$ cat config.mk
export PLATFORM = sky130hd
export DESIGN_NAME = paddle_chooser
export DESIGN_NICKNAME = d
export VERILOG_FILES = /design/src/paddle_pkg.sv /design/src/slot_if.sv /design/src/paddle_chooser.sv /design/src/paddle_output_mux.sv /design/src/paddle_allocator.sv /design/src/mouse_tracker.sv /design/src/source_scanner.sv /design/src/motion_detect.sv
export VERILOG_INCLUDE_DIRS = /design/src
export SDC_FILE = /design/constraint.sdc
export NUM_CORES = 1
export LEC_CHECK = 0
export CORE_UTILIZATION = 45
export CTS_BUF_LIST = sky130_fd_sc_hd__clkbuf_8
export DETAILED_ROUTE_END_ITERATION = 12
export DONT_BUFFER_PORTS = 1
export HOLD_SLACK_MARGIN = 0.08
export PLACE_DENSITY_LB_ADDON = 0.05
export SLEW_MARGIN = 25
export SYNTH_ARGS = -nofsm -noshare
export SYNTH_HDL_FRONTEND = slang
export SYNTH_SLANG_ARGS = --single-unit
$ cat constraint.sdc
create_clock -name clk -period 3.3 [get_ports clk]
set_input_delay 0.495 -clock clk [delete_from_list [all_inputs] [get_ports clk]]
set_output_delay 0.495 -clock clk [all_outputs]
set_load 0.01 [all_outputs]
$ cat src/paddle_config.svh
// paddle chooser build parameters
// port count, position width and mouse tracking limits

`ifndef PADDLE_CONFIG_SVH
`define PADDLE_CONFIG_SVH

// number of paddle slots, also the number of sticks and spinners
`define PADDLE_PORTS 4

// width of one paddle position value
`define PADDLE_W 8

// largest magnitude accepted from a single mouse packet
`define MOUSE_STEP_LIMIT 64

// mouse position range, signed
`define MOUSE_POS_MIN (-128)
`define MOUSE_POS_MAX 127

`endif
$ cat src/paddle_pkg.sv
// paddle chooser shared types
// positions, masks, indices, stick and PS/2 packet layouts, source kinds

`default_nettype none

`include "paddle_config.svh"

package paddle_pkg;

	typedef logic [`PADDLE_W-1:0] paddle_val_t;
	typedef logic [`PADDLE_PORTS-1:0] port_mask_t;
	typedef logic [$clog2(`PADDLE_PORTS)-1:0] port_idx_t;

	// two's complement stick with x in the low byte
	typedef struct packed {
		logic signed [`PADDLE_W-1:0] y;
		logic signed [`PADDLE_W-1:0] x;
	} stick_t;

	// PS/2 mouse packet plus a strobe that toggles once per packet
	typedef struct packed {
		logic       strobe;
		logic [7:0] y_delta;
		logic [7:0] x_delta;
		logic       y_ovf;
		logic       x_ovf;
		logic       y_sign;
		logic       x_sign;
		logic       always_one;
		logic       middle;
		logic       right;
		logic       button;
	} mouse_pkt_t;

	typedef logic signed [8:0] mouse_pos_t;

	typedef enum logic [3:0] {
		SPINNER = 4'd0,
		ANALOG  = 4'd1,
		MOUSE   = 4'd2
	} source_kind_e;

endpackage

`default_nettype wire

$ cat src/slot_if.sv
// paddle slot assignment table
// level-held state from the allocator, read by the output mux

`timescale 1ns/1ps
`default_nettype none

`include "paddle_config.svh"

interface slot_if
	import paddle_pkg::*;
();
	// slot has a source bound to it
	port_mask_t slot_valid;
	// what kind of source each slot carries
	source_kind_e [`PADDLE_PORTS-1:0] slot_kind;
	// which spinner or stick feeds the slot
	port_idx_t [`PADDLE_PORTS-1:0] slot_index;
	// analog slots only, 1 picks the x axis
	logic [`PADDLE_PORTS-1:0] slot_x_axis;
	// neither axis of stick 0 claimed yet
	logic stick0_free;

	modport owner (
		output slot_valid, slot_kind, slot_index, slot_x_axis, stick0_free
	);

	modport reader (
		input slot_valid, slot_kind, slot_index, slot_x_axis, stick0_free
	);

endinterface

`default_nettype wire

$ cat src/paddle_chooser.sv
// paddle chooser top level
// watches spinners, sticks and the mouse, binds the first to move
// to the next free paddle slot and presents the slot outputs

`timescale 1ns/1ps
`default_nettype none

`include "paddle_config.svh"

module paddle_chooser
	import paddle_pkg::*;
(
	input  wire logic                           clk,
	input  wire logic                           reset,
	input  port_mask_t                          mask,
	input  mouse_pkt_t                          mouse,
	input  stick_t       [`PADDLE_PORTS-1:0]    analog,
	input  paddle_val_t  [`PADDLE_PORTS-1:0]    paddle,
	input  port_mask_t                          buttons_in,
	output port_mask_t                          assigned,
	output paddle_val_t  [`PADDLE_PORTS-1:0]    pd_out,
	output source_kind_e [`PADDLE_PORTS-1:0]    paddle_type,
	output port_mask_t                          paddle_but
);

	paddle_val_t [`PADDLE_PORTS-1:0] xs_unsigned;
	paddle_val_t [`PADDLE_PORTS-1:0] ys_unsigned;
	port_mask_t  xs_select;
	port_mask_t  ys_select;
	port_mask_t  p_select;
	mouse_pos_t  mouse_x;
	logic        mouse_button;

	// assignment table between allocator and mux
	slot_if slots ();

	source_scanner source_scanner_i (
		.clk         (clk),
		.analog      (analog),
		.paddle      (paddle),
		.xs_unsigned (xs_unsigned),
		.ys_unsigned (ys_unsigned),
		.xs_select   (xs_select),
		.ys_select   (ys_select),
		.p_select    (p_select)
	);

	mouse_tracker mouse_tracker_i (
		.clk          (clk),
		.reset        (reset),
		.mouse        (mouse),
		.mouse_x      (mouse_x),
		.mouse_button (mouse_button)
	);

	paddle_allocator paddle_allocator_i (
		.clk          (clk),
		.reset        (reset),
		.mask         (mask),
		.xs_select    (xs_select),
		.ys_select    (ys_select),
		.p_select     (p_select),
		.mouse_button (mouse_button),
		.assigned     (assigned),
		.slots        (slots)
	);

	paddle_output_mux paddle_output_mux_i (
		.slots        (slots),
		.paddle       (paddle),
		.xs_unsigned  (xs_unsigned),
		.ys_unsigned  (ys_unsigned),
		.buttons_in   (buttons_in),
		.mouse_x      (mouse_x),
		.mouse_button (mouse_button),
		.pd_out       (pd_out),
		.paddle_type  (paddle_type),
		.paddle_but   (paddle_but)
	);

endmodule

`default_nettype wire

$ cat src/paddle_output_mux.sv
// paddle output mux
// presents each slot's inverted position and button from the
// source bound to it, unbound slots read as zero

`timescale 1ns/1ps
`default_nettype none

`include "paddle_config.svh"

module paddle_output_mux
	import paddle_pkg::*;
(
	slot_if.reader                              slots,
	input  paddle_val_t  [`PADDLE_PORTS-1:0]    paddle,
	input  paddle_val_t  [`PADDLE_PORTS-1:0]    xs_unsigned,
	input  paddle_val_t  [`PADDLE_PORTS-1:0]    ys_unsigned,
	input  port_mask_t                          buttons_in,
	input  mouse_pos_t                          mouse_x,
	input  wire logic                           mouse_button,
	output paddle_val_t  [`PADDLE_PORTS-1:0]    pd_out,
	output source_kind_e [`PADDLE_PORTS-1:0]    paddle_type,
	output port_mask_t                          paddle_but
);

	// low byte of the mouse position as offset binary
	paddle_val_t mouse_unsigned;

	assign mouse_unsigned = {~mouse_x[7], mouse_x[6:0]};

	always_comb begin
		for (int i = 0; i < `PADDLE_PORTS; i++) begin
			pd_out[i]     = '0;
			paddle_but[i] = 1'b0;
			if (slots.slot_valid[i]) begin
				case (slots.slot_kind[i])
					SPINNER: begin
						pd_out[i]     = ~paddle[slots.slot_index[i]];
						paddle_but[i] = buttons_in[slots.slot_index[i]];
					end
					ANALOG: begin
						pd_out[i] = slots.slot_x_axis[i] ?
							~xs_unsigned[slots.slot_index[i]] :
							~ys_unsigned[slots.slot_index[i]];
						paddle_but[i] = buttons_in[slots.slot_index[i]];
					end
					MOUSE: begin
						pd_out[i] = ~mouse_unsigned;
						// controller 0 fire doubles as mouse fire until stick 0 is taken
						paddle_but[i] = mouse_button | (slots.stick0_free & buttons_in[0]);
					end
					default: ;
				endcase
			end
		end
	end

	assign paddle_type = slots.slot_kind;

endmodule

`default_nettype wire

$ cat src/paddle_allocator.sv
// paddle slot allocator
// binds the winning moving source to the lowest free enabled slot,
// at most one per cycle, and holds the claims and the slot table

`timescale 1ns/1ps
`default_nettype none

`include "paddle_config.svh"

module paddle_allocator
	import paddle_pkg::*;
(
	input  wire logic   clk,
	input  wire logic   reset,
	input  port_mask_t  mask,
	input  port_mask_t  xs_select,
	input  port_mask_t  ys_select,
	input  port_mask_t  p_select,
	input  wire logic   mouse_button,
	output port_mask_t  assigned,
	slot_if.owner       slots
);

	// claim flags where a whole stick is claimed at once
	port_mask_t   stick_claimed;
	port_mask_t   spinner_claimed;
	logic         mouse_claimed;

	port_mask_t   prev_ok;
	port_mask_t   eligible;
	logic         have_slot;
	port_idx_t    target_idx;

	port_mask_t   x_req;
	port_mask_t   y_req;
	port_mask_t   p_req;
	logic         mouse_req;
	logic         have_win;
	source_kind_e win_kind;
	port_idx_t    win_index;
	logic         win_x_axis;
	logic         grant;

	// slot below must be filled or masked off and slot 0 always qualifies
	assign prev_ok  = {slots.slot_valid[`PADDLE_PORTS-2:0] | ~mask[`PADDLE_PORTS-2:0], 1'b1};
	assign eligible = mask & ~slots.slot_valid & prev_ok;
	assign have_slot = |eligible;

	// lowest eligible slot only
	always_comb begin
		target_idx = '0;
		for (int i = `PADDLE_PORTS - 1; i >= 0; i--) begin
			if (eligible[i])
				target_idx = port_idx_t'(i);
		end
	end

	// unclaimed sources asking for a slot
	assign x_req     = xs_select & ~stick_claimed;
	assign y_req     = ys_select & ~stick_claimed;
	assign p_req     = p_select & ~spinner_claimed;
	assign mouse_req = mouse_button & ~mouse_claimed;

	// later assignments override earlier ones,
	// so the groups run from lowest to highest priority
	always_comb begin
		have_win   = 1'b0;
		win_kind   = SPINNER;
		win_index  = '0;
		win_x_axis = 1'b0;
		for (int i = 0; i < `PADDLE_PORTS; i++) begin
			if (x_req[i]) begin
				have_win   = 1'b1;
				win_kind   = ANALOG;
				win_index  = port_idx_t'(i);
				win_x_axis = 1'b1;
			end
		end
		for (int i = 0; i < `PADDLE_PORTS; i++) begin
			if (y_req[i]) begin
				have_win   = 1'b1;
				win_kind   = ANALOG;
				win_index  = port_idx_t'(i);
				win_x_axis = 1'b0;
			end
		end
		for (int i = 0; i < `PADDLE_PORTS; i++) begin
			if (p_req[i]) begin
				have_win   = 1'b1;
				win_kind   = SPINNER;
				win_index  = port_idx_t'(i);
				win_x_axis = 1'b0;
			end
		end
		// mouse beats everything
		if (mouse_req) begin
			have_win   = 1'b1;
			win_kind   = MOUSE;
			win_index  = '0;
			win_x_axis = 1'b0;
		end
	end

	assign grant = have_slot & have_win;

	// control state, table validity, kinds and claims
	always_ff @(posedge clk) begin
		if (reset) begin
			assigned         <= '0;
			slots.slot_valid <= '0;
			for (int i = 0; i < `PADDLE_PORTS; i++)
				slots.slot_kind[i] <= SPINNER;
			stick_claimed    <= '0;
			spinner_claimed  <= '0;
			mouse_claimed    <= 1'b0;
		end else begin
			// one cycle strobe
			assigned <= '0;
			if (grant) begin
				assigned[target_idx]         <= 1'b1;
				slots.slot_valid[target_idx] <= 1'b1;
				slots.slot_kind[target_idx]  <= win_kind;
				case (win_kind)
					SPINNER: spinner_claimed[win_index] <= 1'b1;
					ANALOG:  stick_claimed[win_index] <= 1'b1;
					MOUSE:   mouse_claimed <= 1'b1;
					default: ;
				endcase
			end
		end
	end

	// source selection for the granted slot
	always_ff @(posedge clk) begin
		if (grant) begin
			slots.slot_index[target_idx]  <= win_index;
			slots.slot_x_axis[target_idx] <= win_x_axis;
		end
	end

	assign slots.stick0_free = ~stick_claimed[0];

	a_assigned_onehot: assert property (@(posedge clk) disable iff (reset)
		$onehot0(assigned));

	// slots are never released short of reset
	a_valid_sticky: assert property (@(posedge clk) disable iff (reset)
		(slots.slot_valid & $past(slots.slot_valid)) == $past(slots.slot_valid));

	a_assign_free_slot: assert property (@(posedge clk) disable iff (reset)
		(assigned != '0) |-> ((assigned & $past(slots.slot_valid)) == '0));

endmodule

`default_nettype wire

$ cat src/mouse_tracker.sv
// mouse position tracker
// accumulates PS/2 x movement into a saturated signed position,
// one clamped step per strobe toggle

`timescale 1ns/1ps
`default_nettype none

`include "paddle_config.svh"

module mouse_tracker
	import paddle_pkg::*;
(
	input  wire logic   clk,
	input  wire logic   reset,
	input  mouse_pkt_t  mouse,
	output mouse_pos_t  mouse_x,
	output logic        mouse_button
);

	localparam mouse_pos_t STEP_MAX = mouse_pos_t'(`MOUSE_STEP_LIMIT);
	localparam mouse_pos_t STEP_MIN = mouse_pos_t'(-`MOUSE_STEP_LIMIT);

	mouse_pkt_t        pkt_q;
	logic              strobe_prev;
	logic              strobe_toggle;
	mouse_pos_t        dx_raw;
	mouse_pos_t        dx_step;
	logic signed [9:0] pos_sum;

	// packet register, so a toggle shows one edge after the packet arrives
	always_ff @(posedge clk) begin
		pkt_q <= mouse;
		strobe_prev <= pkt_q.strobe;
	end

	assign strobe_toggle = pkt_q.strobe ^ strobe_prev;

	// 9-bit signed delta from sign and magnitude byte
	assign dx_raw = mouse_pos_t'({pkt_q.x_sign, pkt_q.x_delta});

	// overflow pins the step to the limit in the sign's direction
	always_comb begin
		if (pkt_q.x_ovf)
			dx_step = pkt_q.x_sign ? STEP_MIN : STEP_MAX;
		else if (dx_raw > STEP_MAX)
			dx_step = STEP_MAX;
		else if (dx_raw < STEP_MIN)
			dx_step = STEP_MIN;
		else
			dx_step = dx_raw;
	end

	// one extra bit so the sum cannot wrap before saturation
	assign pos_sum = $signed({mouse_x[8], mouse_x}) + $signed({dx_step[8], dx_step});

	always_ff @(posedge clk) begin
		if (reset) begin
			mouse_x <= '0;
		end else if (strobe_toggle) begin
			if (pos_sum < `MOUSE_POS_MIN)
				mouse_x <= mouse_pos_t'(`MOUSE_POS_MIN);
			else if (pos_sum > `MOUSE_POS_MAX)
				mouse_x <= mouse_pos_t'(`MOUSE_POS_MAX);
			else
				mouse_x <= mouse_pos_t'(pos_sum);
		end
	end

	// left button with the same one-register delay as the motion detectors
	assign mouse_button = pkt_q.button;

	a_pos_in_range: assert property (@(posedge clk) disable iff (reset)
		(mouse_x >= `MOUSE_POS_MIN) && (mouse_x <= `MOUSE_POS_MAX));

endmodule

`default_nettype wire

$ cat src/source_scanner.sv
// source scanner for sticks and spinners
// turns stick axes into offset binary and watches all twelve
// inputs for a jump to an extreme

`timescale 1ns/1ps
`default_nettype none

`include "paddle_config.svh"

module source_scanner
	import paddle_pkg::*;
(
	input  wire logic                           clk,
	input  stick_t      [`PADDLE_PORTS-1:0]     analog,
	input  paddle_val_t [`PADDLE_PORTS-1:0]     paddle,
	output paddle_val_t [`PADDLE_PORTS-1:0]     xs_unsigned,
	output paddle_val_t [`PADDLE_PORTS-1:0]     ys_unsigned,
	output port_mask_t                          xs_select,
	output port_mask_t                          ys_select,
	output port_mask_t                          p_select
);

	for (genvar i = 0; i < `PADDLE_PORTS; i++) begin : gen_stick
		// flipping the sign bit maps -128..127 onto 0..255
		assign xs_unsigned[i] = {~analog[i].x[`PADDLE_W-1], analog[i].x[`PADDLE_W-2:0]};
		assign ys_unsigned[i] = {~analog[i].y[`PADDLE_W-1], analog[i].y[`PADDLE_W-2:0]};

		motion_detect x_detect (
			.clk    (clk),
			.value  (xs_unsigned[i]),
			.select (xs_select[i])
		);

		motion_detect y_detect (
			.clk    (clk),
			.value  (ys_unsigned[i]),
			.select (ys_select[i])
		);
	end

	// spinners are already unsigned
	for (genvar i = 0; i < `PADDLE_PORTS; i++) begin : gen_spinner
		motion_detect p_detect (
			.clk    (clk),
			.value  (paddle[i]),
			.select (p_select[i])
		);
	end

endmodule

`default_nettype wire

$ cat src/motion_detect.sv
// motion detector for one position input
// flags a change that lands in either extreme quarter of the range,
// registered so select follows the sampling edge by one cycle

`timescale 1ns/1ps
`default_nettype none

`include "paddle_config.svh"

module motion_detect
	import paddle_pkg::*;
(
	input  wire logic        clk,
	input  paddle_val_t      value,
	output logic             select
);

	// sample from the previous edge
	paddle_val_t last_value;
	logic        in_band;
	logic        changed;

	// extreme band, top two bits both set or both clear
	assign in_band = (&value[`PADDLE_W-1:`PADDLE_W-2]) |
		~(|value[`PADDLE_W-1:`PADDLE_W-2]);

	assign changed = (value != last_value);

	always_ff @(posedge clk) begin
		last_value <= value;
		// one cycle pulse per qualifying change
		select <= changed & in_band;
	end

endmodule

`default_nettype wire

; ---- Word level (Yosys, flattened, before mapping)
; Index checks and enable logic that the tools add are counted.
[classes]
n_mux = 120
add_sub_neg = 1
eq_ne = 22
magnitude_cmp = 12
n_reduce_logical = 40
n_bitwise = 79
[op_table]
columns = operator, count
row1 = 8-bit binary-select mux with 2-bit select, 12
row2 = 8-bit 2-to-1 mux, 20
row3 = 8-bit NOT, 13
row4 = 8-bit != test, 12
row5 = 8-bit case mux with 3 select lines, 4
row6 = 9-bit 2-to-1 mux, 6
row7 = 1-bit 2-to-1 mux, 45
row8 = 2-bit 2-to-1 mux, 17
row9 = 2-bit OR reduction, 17
row10 = 2-bit AND reduction, 15
row11 = 1-bit NOT, 24
row12 = 4-bit AND, 5
row13 = 4-bit zero test, 5
row14 = 2-bit by 3-bit less-than comparator with 1-bit output (second input constant), 6
row15 = 16-bit bitwise mux, 1
row16 = 4-bit by 1-bit == test with 1-bit output (second input constant), 4
row17 = 4-bit by 2-bit == test with 1-bit output (second input constant), 4
row18 = 1-bit AND, 15
row19 = 1-bit bitwise OR, 13
row20 = 4-bit NOT, 3
row21 = 4-bit bitwise OR, 3
row22 = 9-bit by 9-bit adder with 10-bit output, 1
row23 = 10-bit by 8-bit > comparator with 1-bit output (second input constant), 1
row24 = 10-bit by 8-bit less-than comparator with 1-bit output (second input constant), 1
row25 = 18 further kinds, 27
[totals]
in_bits = 131
reg_bits = 175
output_inout_bits = 56
word_cells = 319

; ---- Longest topological paths before layout
[logic_depth]
ltp_word = 19
depth_mapped = 15
ltp_nobuf = 15

; ---- Hierarchy
; Synthesis repeated with hierarchy kept, for this count alone.
[unflattened]
hier_cells = 894
area_unflattened_um2 = 10124.7
[by_module_without_submodules]
columns = module, cells_per_inst, area_each_um2, instances, seq_area_each_um2
row1 = paddle_output_mux, 308, 3599.7, 1, 0.0
row2 = motion_detect, 21, 276.5, 12, 180.2
row3 = paddle_allocator, 160, 1629.1, 1, 860.8
row4 = mouse_tracker, 110, 1127.3, 1, 440.4
row5 = source_scanner, 64, 450.4, 1, 0.0

; ---- Worst setup path after synthesis
; Ideal clock, no wire load.
[synth_timing]
path_type = register to register
startpoint = reg mouse_tracker_i.pkt_q (netlist bit mouse_tracker_i.dx_raw[1])
endpoint = reg mouse_tracker_i.mouse_x[0]
setup_time_ns = 0.119
synth_period_minus_slack_ns = 2.944
setup_slack_ns = 0.356
arrival_time_ns = 2.826
required_time_ns = 3.181
path_stages_with_launch = 15
n_path_buf = 0
cell_sequence = dfxtp_1 > nor4_1 > nand2_1 > a21oi_1 > nor2_1 > nor3_1 > and2_1 > ha_1 > a21o_1 > a221oi_2 > o21ai_1 > o21ai_4 > a21oi_2 > or2_4 > o221a_1
[synth_via]
elab_chain_cells = 8
elab_cells_between_ends = 10
cone_classes = add/sub (1) / order compare (4) / mux (5)
[synth_rtl]
columns = item, line_no
row1 = from (decl), mouse_tracker.sv:23  ; mouse_pkt_t pkt_q;
row2 = from (signal assigned), mouse_tracker.sv:32  ; pkt_q <= mouse;
row3 = 9-bit by 7-bit less-than comparator with 1-bit output, mouse_tracker.sv:47  ; else if (dx_raw < STEP_MIN)
row4 = 9-bit 2-to-1 mux, mouse_tracker.sv:47
row5 = 9-bit 2-to-1 mux *, mouse_tracker.sv:45  ; else if (dx_raw > STEP_MAX)
row6 = 9-bit 2-to-1 mux *, mouse_tracker.sv:43  ; if (pkt_q.x_ovf)
row7 = 9-bit by 9-bit adder with 10-bit output *, mouse_tracker.sv:54  ; assign pos_sum = $signed({mouse_x[8], mouse_x}) + $signed({dx_step[8], dx_step});
row8 = 10-bit by 8-bit > comparator with 1-bit output (no source line), --
row9 = 9-bit 2-to-1 mux, mouse_tracker.sv:62  ; else if (pos_sum > `MOUSE_POS_MAX)
row10 = 9-bit 2-to-1 mux *, mouse_tracker.sv:60  ; if (pos_sum < `MOUSE_POS_MIN)
row11 = to (signal assigned), mouse_tracker.sv:61  ; mouse_x <= mouse_pos_t'(`MOUSE_POS_MIN);
row12 = to (signal assigned), mouse_tracker.sv:63  ; mouse_x <= mouse_pos_t'(`MOUSE_POS_MAX);
row13 = to (signal assigned), mouse_tracker.sv:65  ; mouse_x <= mouse_pos_t'(pos_sum);
row14 = to (decl), mouse_tracker.sv:16  ; output mouse_pos_t mouse_x,
; Mark *: on every way between the ends. The rest lies on a longest branch, timed or not.
; A chain may end at the register's enable or synchronous reset.

; ---- Worst setup path in the final report
[layout_timing]
startpoint = reg mouse_tracker_i.pkt_q (netlist bit mouse_tracker_i.dx_raw[8])
endpoint = reg mouse_tracker_i.mouse_x[5]
[layout_via]
elab_chain_cells = 8
elab_cells_between_ends = 11
cone_classes = add/sub (1) / order compare (4) / mux (6)
[layout_rtl]
columns = item, line_no
row1 = 9-bit by 7-bit less-than comparator with 1-bit output, mouse_tracker.sv:47
row2 = 9-bit 2-to-1 mux, mouse_tracker.sv:47
row3 = 9-bit 2-to-1 mux, mouse_tracker.sv:45
row4 = 9-bit 2-to-1 mux *, mouse_tracker.sv:43
row5 = 9-bit by 9-bit adder with 10-bit output *, mouse_tracker.sv:54
row6 = 10-bit by 8-bit > comparator with 1-bit output (no source line), --
row7 = 9-bit 2-to-1 mux, mouse_tracker.sv:62
row8 = 9-bit 2-to-1 mux *, mouse_tracker.sv:60
; Marked as above.

==> Flow_metrics.wiki <==
{| class="wikitable"
! Metric !! Value
|-
| Status || finished, final reports clean
|-
| Share of flip-flops with an asynchronous set or reset after synthesis || 0%
|-
| LEAKAGE || 4.39 nW
|-
| Met3 track demand over resource in global routing || 7.27%
|-
| Number of filler instances in the final layout || 1886
|-
| Syn. warnings || 0
|-
| Seq cells post-synth || 167
|-
| Type of the most critical hold path || input port to flop
|-
| Count of buffers from port buffering || 0
|-
| TritonCTS clock tree || yes
|-
| Antenna Cells || 0
|-
| Distinct cell type count of the synthesized netlist || 60
|-
| Maximum fanout along the worst path || 6
|-
| Buffer and inverter count on the worst path || 1
|-
| GP Congestion || 0.943
|-
| Worst setup EP type || flop
|-
| Buffer levels on the longest clock path || 2
|-
| CTS root buffer || clkbuf_8
|-
| Worst Slack Setup Final || 161 ps
|-
| First-pass detailed-route iteration total || 5
|-
| Pre-CTS worst setup slack || -26.7 ps
|-
| Final Critical Period || 3140 ps
|-
| Storage element area || 3470 um2
|-
| Effective utilization at floorplan || 45.9%
|-
| Least-Margin Pin Slew || 1000 ps
|-
| Fin crit share || 95.1%
|-
| Most Crowded Layer GR || met2
|-
| # setup viols final || 0
|-
| Area overhead of the layout relative to synthesis || 19.3%
|-
| Maximum cell stage delay along the critical path || 400 ps
|-
| Clock sink count || 167
|-
| Power density over cell area || 452 nW/um2
|-
| Required time of the critical path || 3690 ps
|-
| Met2 Resource Use GR || 45.3%
|-
| Cell family contributing the most delay on the critical path || adder cells
|-
| Average footprint of a synthesized cell || 11.2 um2
|-
| Gate Count Post-Synth || 862
|-
| Synth cell count leaders || dfxtp_1, mux4_2, xor2_1
|-
| VDD IR-drop max || 0.000268 V
|-
| Critical-path cell with the highest stage delay || fa_2
|-
| Number of placement rows || 53
|-
| Area of the multi-input gates || 5950 um2
|-
| DRC violations left || 0
|-
| Most frequent cell after synthesis || dfxtp_1
|-
| Count of pins over their slew limit || 0
|-
| Final standard cell utilization of the core || 54.8%
|-
| Number of nets in the finished design || 1101
|-
| RSZ-0062 raised after global routing || false
|-
| Origin of the critical flop-to-flop path || mouse_tracker_i.dx_raw[8]
|-
| Detailed-route wire length || 31900 um
|-
| Global Route met1 Usage || 42.1%
|-
| Clock latency on the worst-skew pair || 470 ps
|-
| Clock Pin Slew Worst Setup and Hold Paths || 90 ps
|-
| Endpoints failing hold || 0
|-
| Max-capacitance violation count || 0
|-
| Core outline area || 21100 um2
|-
| Cell types occupying the most area after synthesis || dfxtp_1, mux4_2, xor2_1
|-
| Routed via count || 7525
|-
| H-tree Lvls || 4
|-
| Peak clock frequency supported by timing || 319 MHz
|-
| Num CTS Buffers || 17
|-
| Clock tree skew after final layout || 15.7 ps
|-
| Horizontal die dimension || 149 um
|-
| Global-route wire length before repair || 47400 um
|-
| Startpoint class of the critical path || flop
|-
| Post-synthesis cell type with the largest combined area || dfxtp_1
|-
| Worst EP arrival || 3530 ps
|-
| Crit Path Category || flop to flop
|-
| Vias per inst || 6.03
|-
| Setup TNS || 0 ps
|-
| Netlist area before placement || 9680 um2
|-
| Fraction of final layout cells with drive strength greater than 1 || 18.6%
|-
| Startpoint of the tightest hold check path || reset
|-
| Final ANT Viol Nets || 0
|-
| Flip-flop cell with the highest count after synthesis || dfxtp_1
|-
| Initial antenna violation count || 2
|-
| Largest net degree at the start of global routing || 27
|-
| Number of flops mapped to enable cells by yosys || 12
|-
| DIE AREA || 22100 um2
|-
| Source of the critical timing path || mouse_tracker_i.dx_raw[8]
|-
| Total Routing Usage GR || 29.9%
|-
| Routed wirelength normalized by instance count || 25.6 um
|-
| Cell Chain, Critical Path || nand3_1 -> ha_1 -> nor3_2 -> buf_4 -> and2_1 -> ha_1 -> fa_2 -> a211oi_2 -> nor2_2 -> o2bb2ai_2 -> xor2_2 -> or2_1 -> a21o_2 -> a211oi_2
|-
| Die height || 149 um
|-
| Proportion of netlist area held by the largest area contributor || 32.0%
|-
| Fraction of the yosys area taken by sequential cells || 35.8%
|-
| Relative slew slack || 33.2%
|-
| Global-route congestion overflow total || 0
|-
| Number of top-level design ports || 187
|-
| Power, Total || 0.00523 W
|-
| Drt first-iter violations || 763
|-
| Vias in the first global route || 7576
|-
| DP Wirelength || 23100 um
|}
[final cells by class]
cell class              count  area share [%]
multi-input cells         624            51.5
flip-flops and latches    167            30.0
repair buffers            130            11.5
well taps                 275            2.98
clock buffers              17            2.03
clock inverters            15            1.44
inverters                  19           0.617
[layout by cell type (no fill, tap or decap), types with 3 or more instances in the layout]
cell type	Yosys	routed
a211oi_1	33	31
a21o_1	4	4
a21oi_1	65	64
a22oi_1	4	4
and2_1	9	9
buf_12	0	6
buf_4	17	13
clkbuf_8	0	17
clkinv_4	0	3
conb_1	1	8
dfxtp_1	155	152
dfxtp_2	0	3
dlygate4sd3_1	0	110
edfxtp_1	12	12
ha_1	10	9
inv_1	19	19
inv_6	0	5
mux2_2	4	4
mux2i_1	34	34
mux4_2	100	100
nand2_1	24	24
nand2b_1	8	8
nand3_1	5	5
nor2_1	57	56
nor2b_1	67	67
nor4_1	26	25
o21ai_0	8	7
o21ai_1	3	4
o221a_1	3	3
xnor2_1	25	25
xor2_1	86	86
[metrics by stage]
stage	instances	hold slack [ps]	cell area (um2)
after floorplan	869	375	9710
after global placement	1102	396	9930
after detailed placement	1102	390	9930
after CTS	1244	80.6	11400
after global routing	1247	183	11600
final	1247	190	11600
[power breakdown]
part	internal, W	switching, W	leakage [nW]
Sequential	0.00218	0.000150	1.41
Combinational	0.000692	0.000659	2.77
Clock	0.000693	0.000852	0.207
[worst reg2reg max path, delay by kind of cell, from the launching register on]
kind | cells | cell delay, ps
fa+ha+maj | 3 | 940
flops | 1 | 360
buf+inv | 1 | 140
xor+xnor | 1 | 110
simple gates | 5 | 680
compound gates | 4 | 830
[logic make-up (layout without fill, tap and decap cells)]
logic type	after synthesis	after routing	synth area share [%]
other	1	8	0.0387
xor gates and xnor gates	113	113	10.4
buffers and inverters	78	181	3.88
adders and majority gates	11	11	1.50
and+or+nand+nor	216	216	12.0
AOI/OAI and AO/OA	138	138	9.17
DFF	167	167	35.8
muxes	138	138	27.2
[flip-flops by register name, summed over array words and instances, names as in the netlist, 8 cells and up]
signal / count
mouse_tracker_i.dx_raw: 9
mouse_tracker_i.mouse_x: 9
paddle_allocator_i.slots.slot_index: 8
paddle_allocator_i.slots.slot_kind: 8
source_scanner_i.gen_spinner.p_detect.last_value: 32
source_scanner_i.gen_stick.x_detect.last_value: 32
source_scanner_i.gen_stick.y_detect.last_value: 32
[timing repair]
| item | in CTS | in global routing |
|---|---|---|
| setup buffers | 0 | 2 |
| setup endpoints to repair | 3 | 8 |
| hold buffers | 110 | 1 |
| resized for setup | 2 | 14 |
| endpoints found under the hold margin | 134 | 1 |
| pin swaps | 0 | 3 |
[layer usage]
layer  wire length (um)  share of wire (%)
met1              13800                 43
met2              14400                 45
met4                745                2.3
met3               2900                9.1
met5                  0                  0
[path summary, 6_finish.rpt]
kind	end	slack, ps	cells past startpoint
worst min-delay path	mouse_tracker_i.mouse_x[1]	190	2
worst max-delay path	mouse_tracker_i.mouse_x[5]	160	14
worst max register to register	mouse_tracker_i.mouse_x[5]	160	14
worst min register to register	mouse_tracker_i.strobe_prev	410	0
Power figures use the tool's default switching activity.
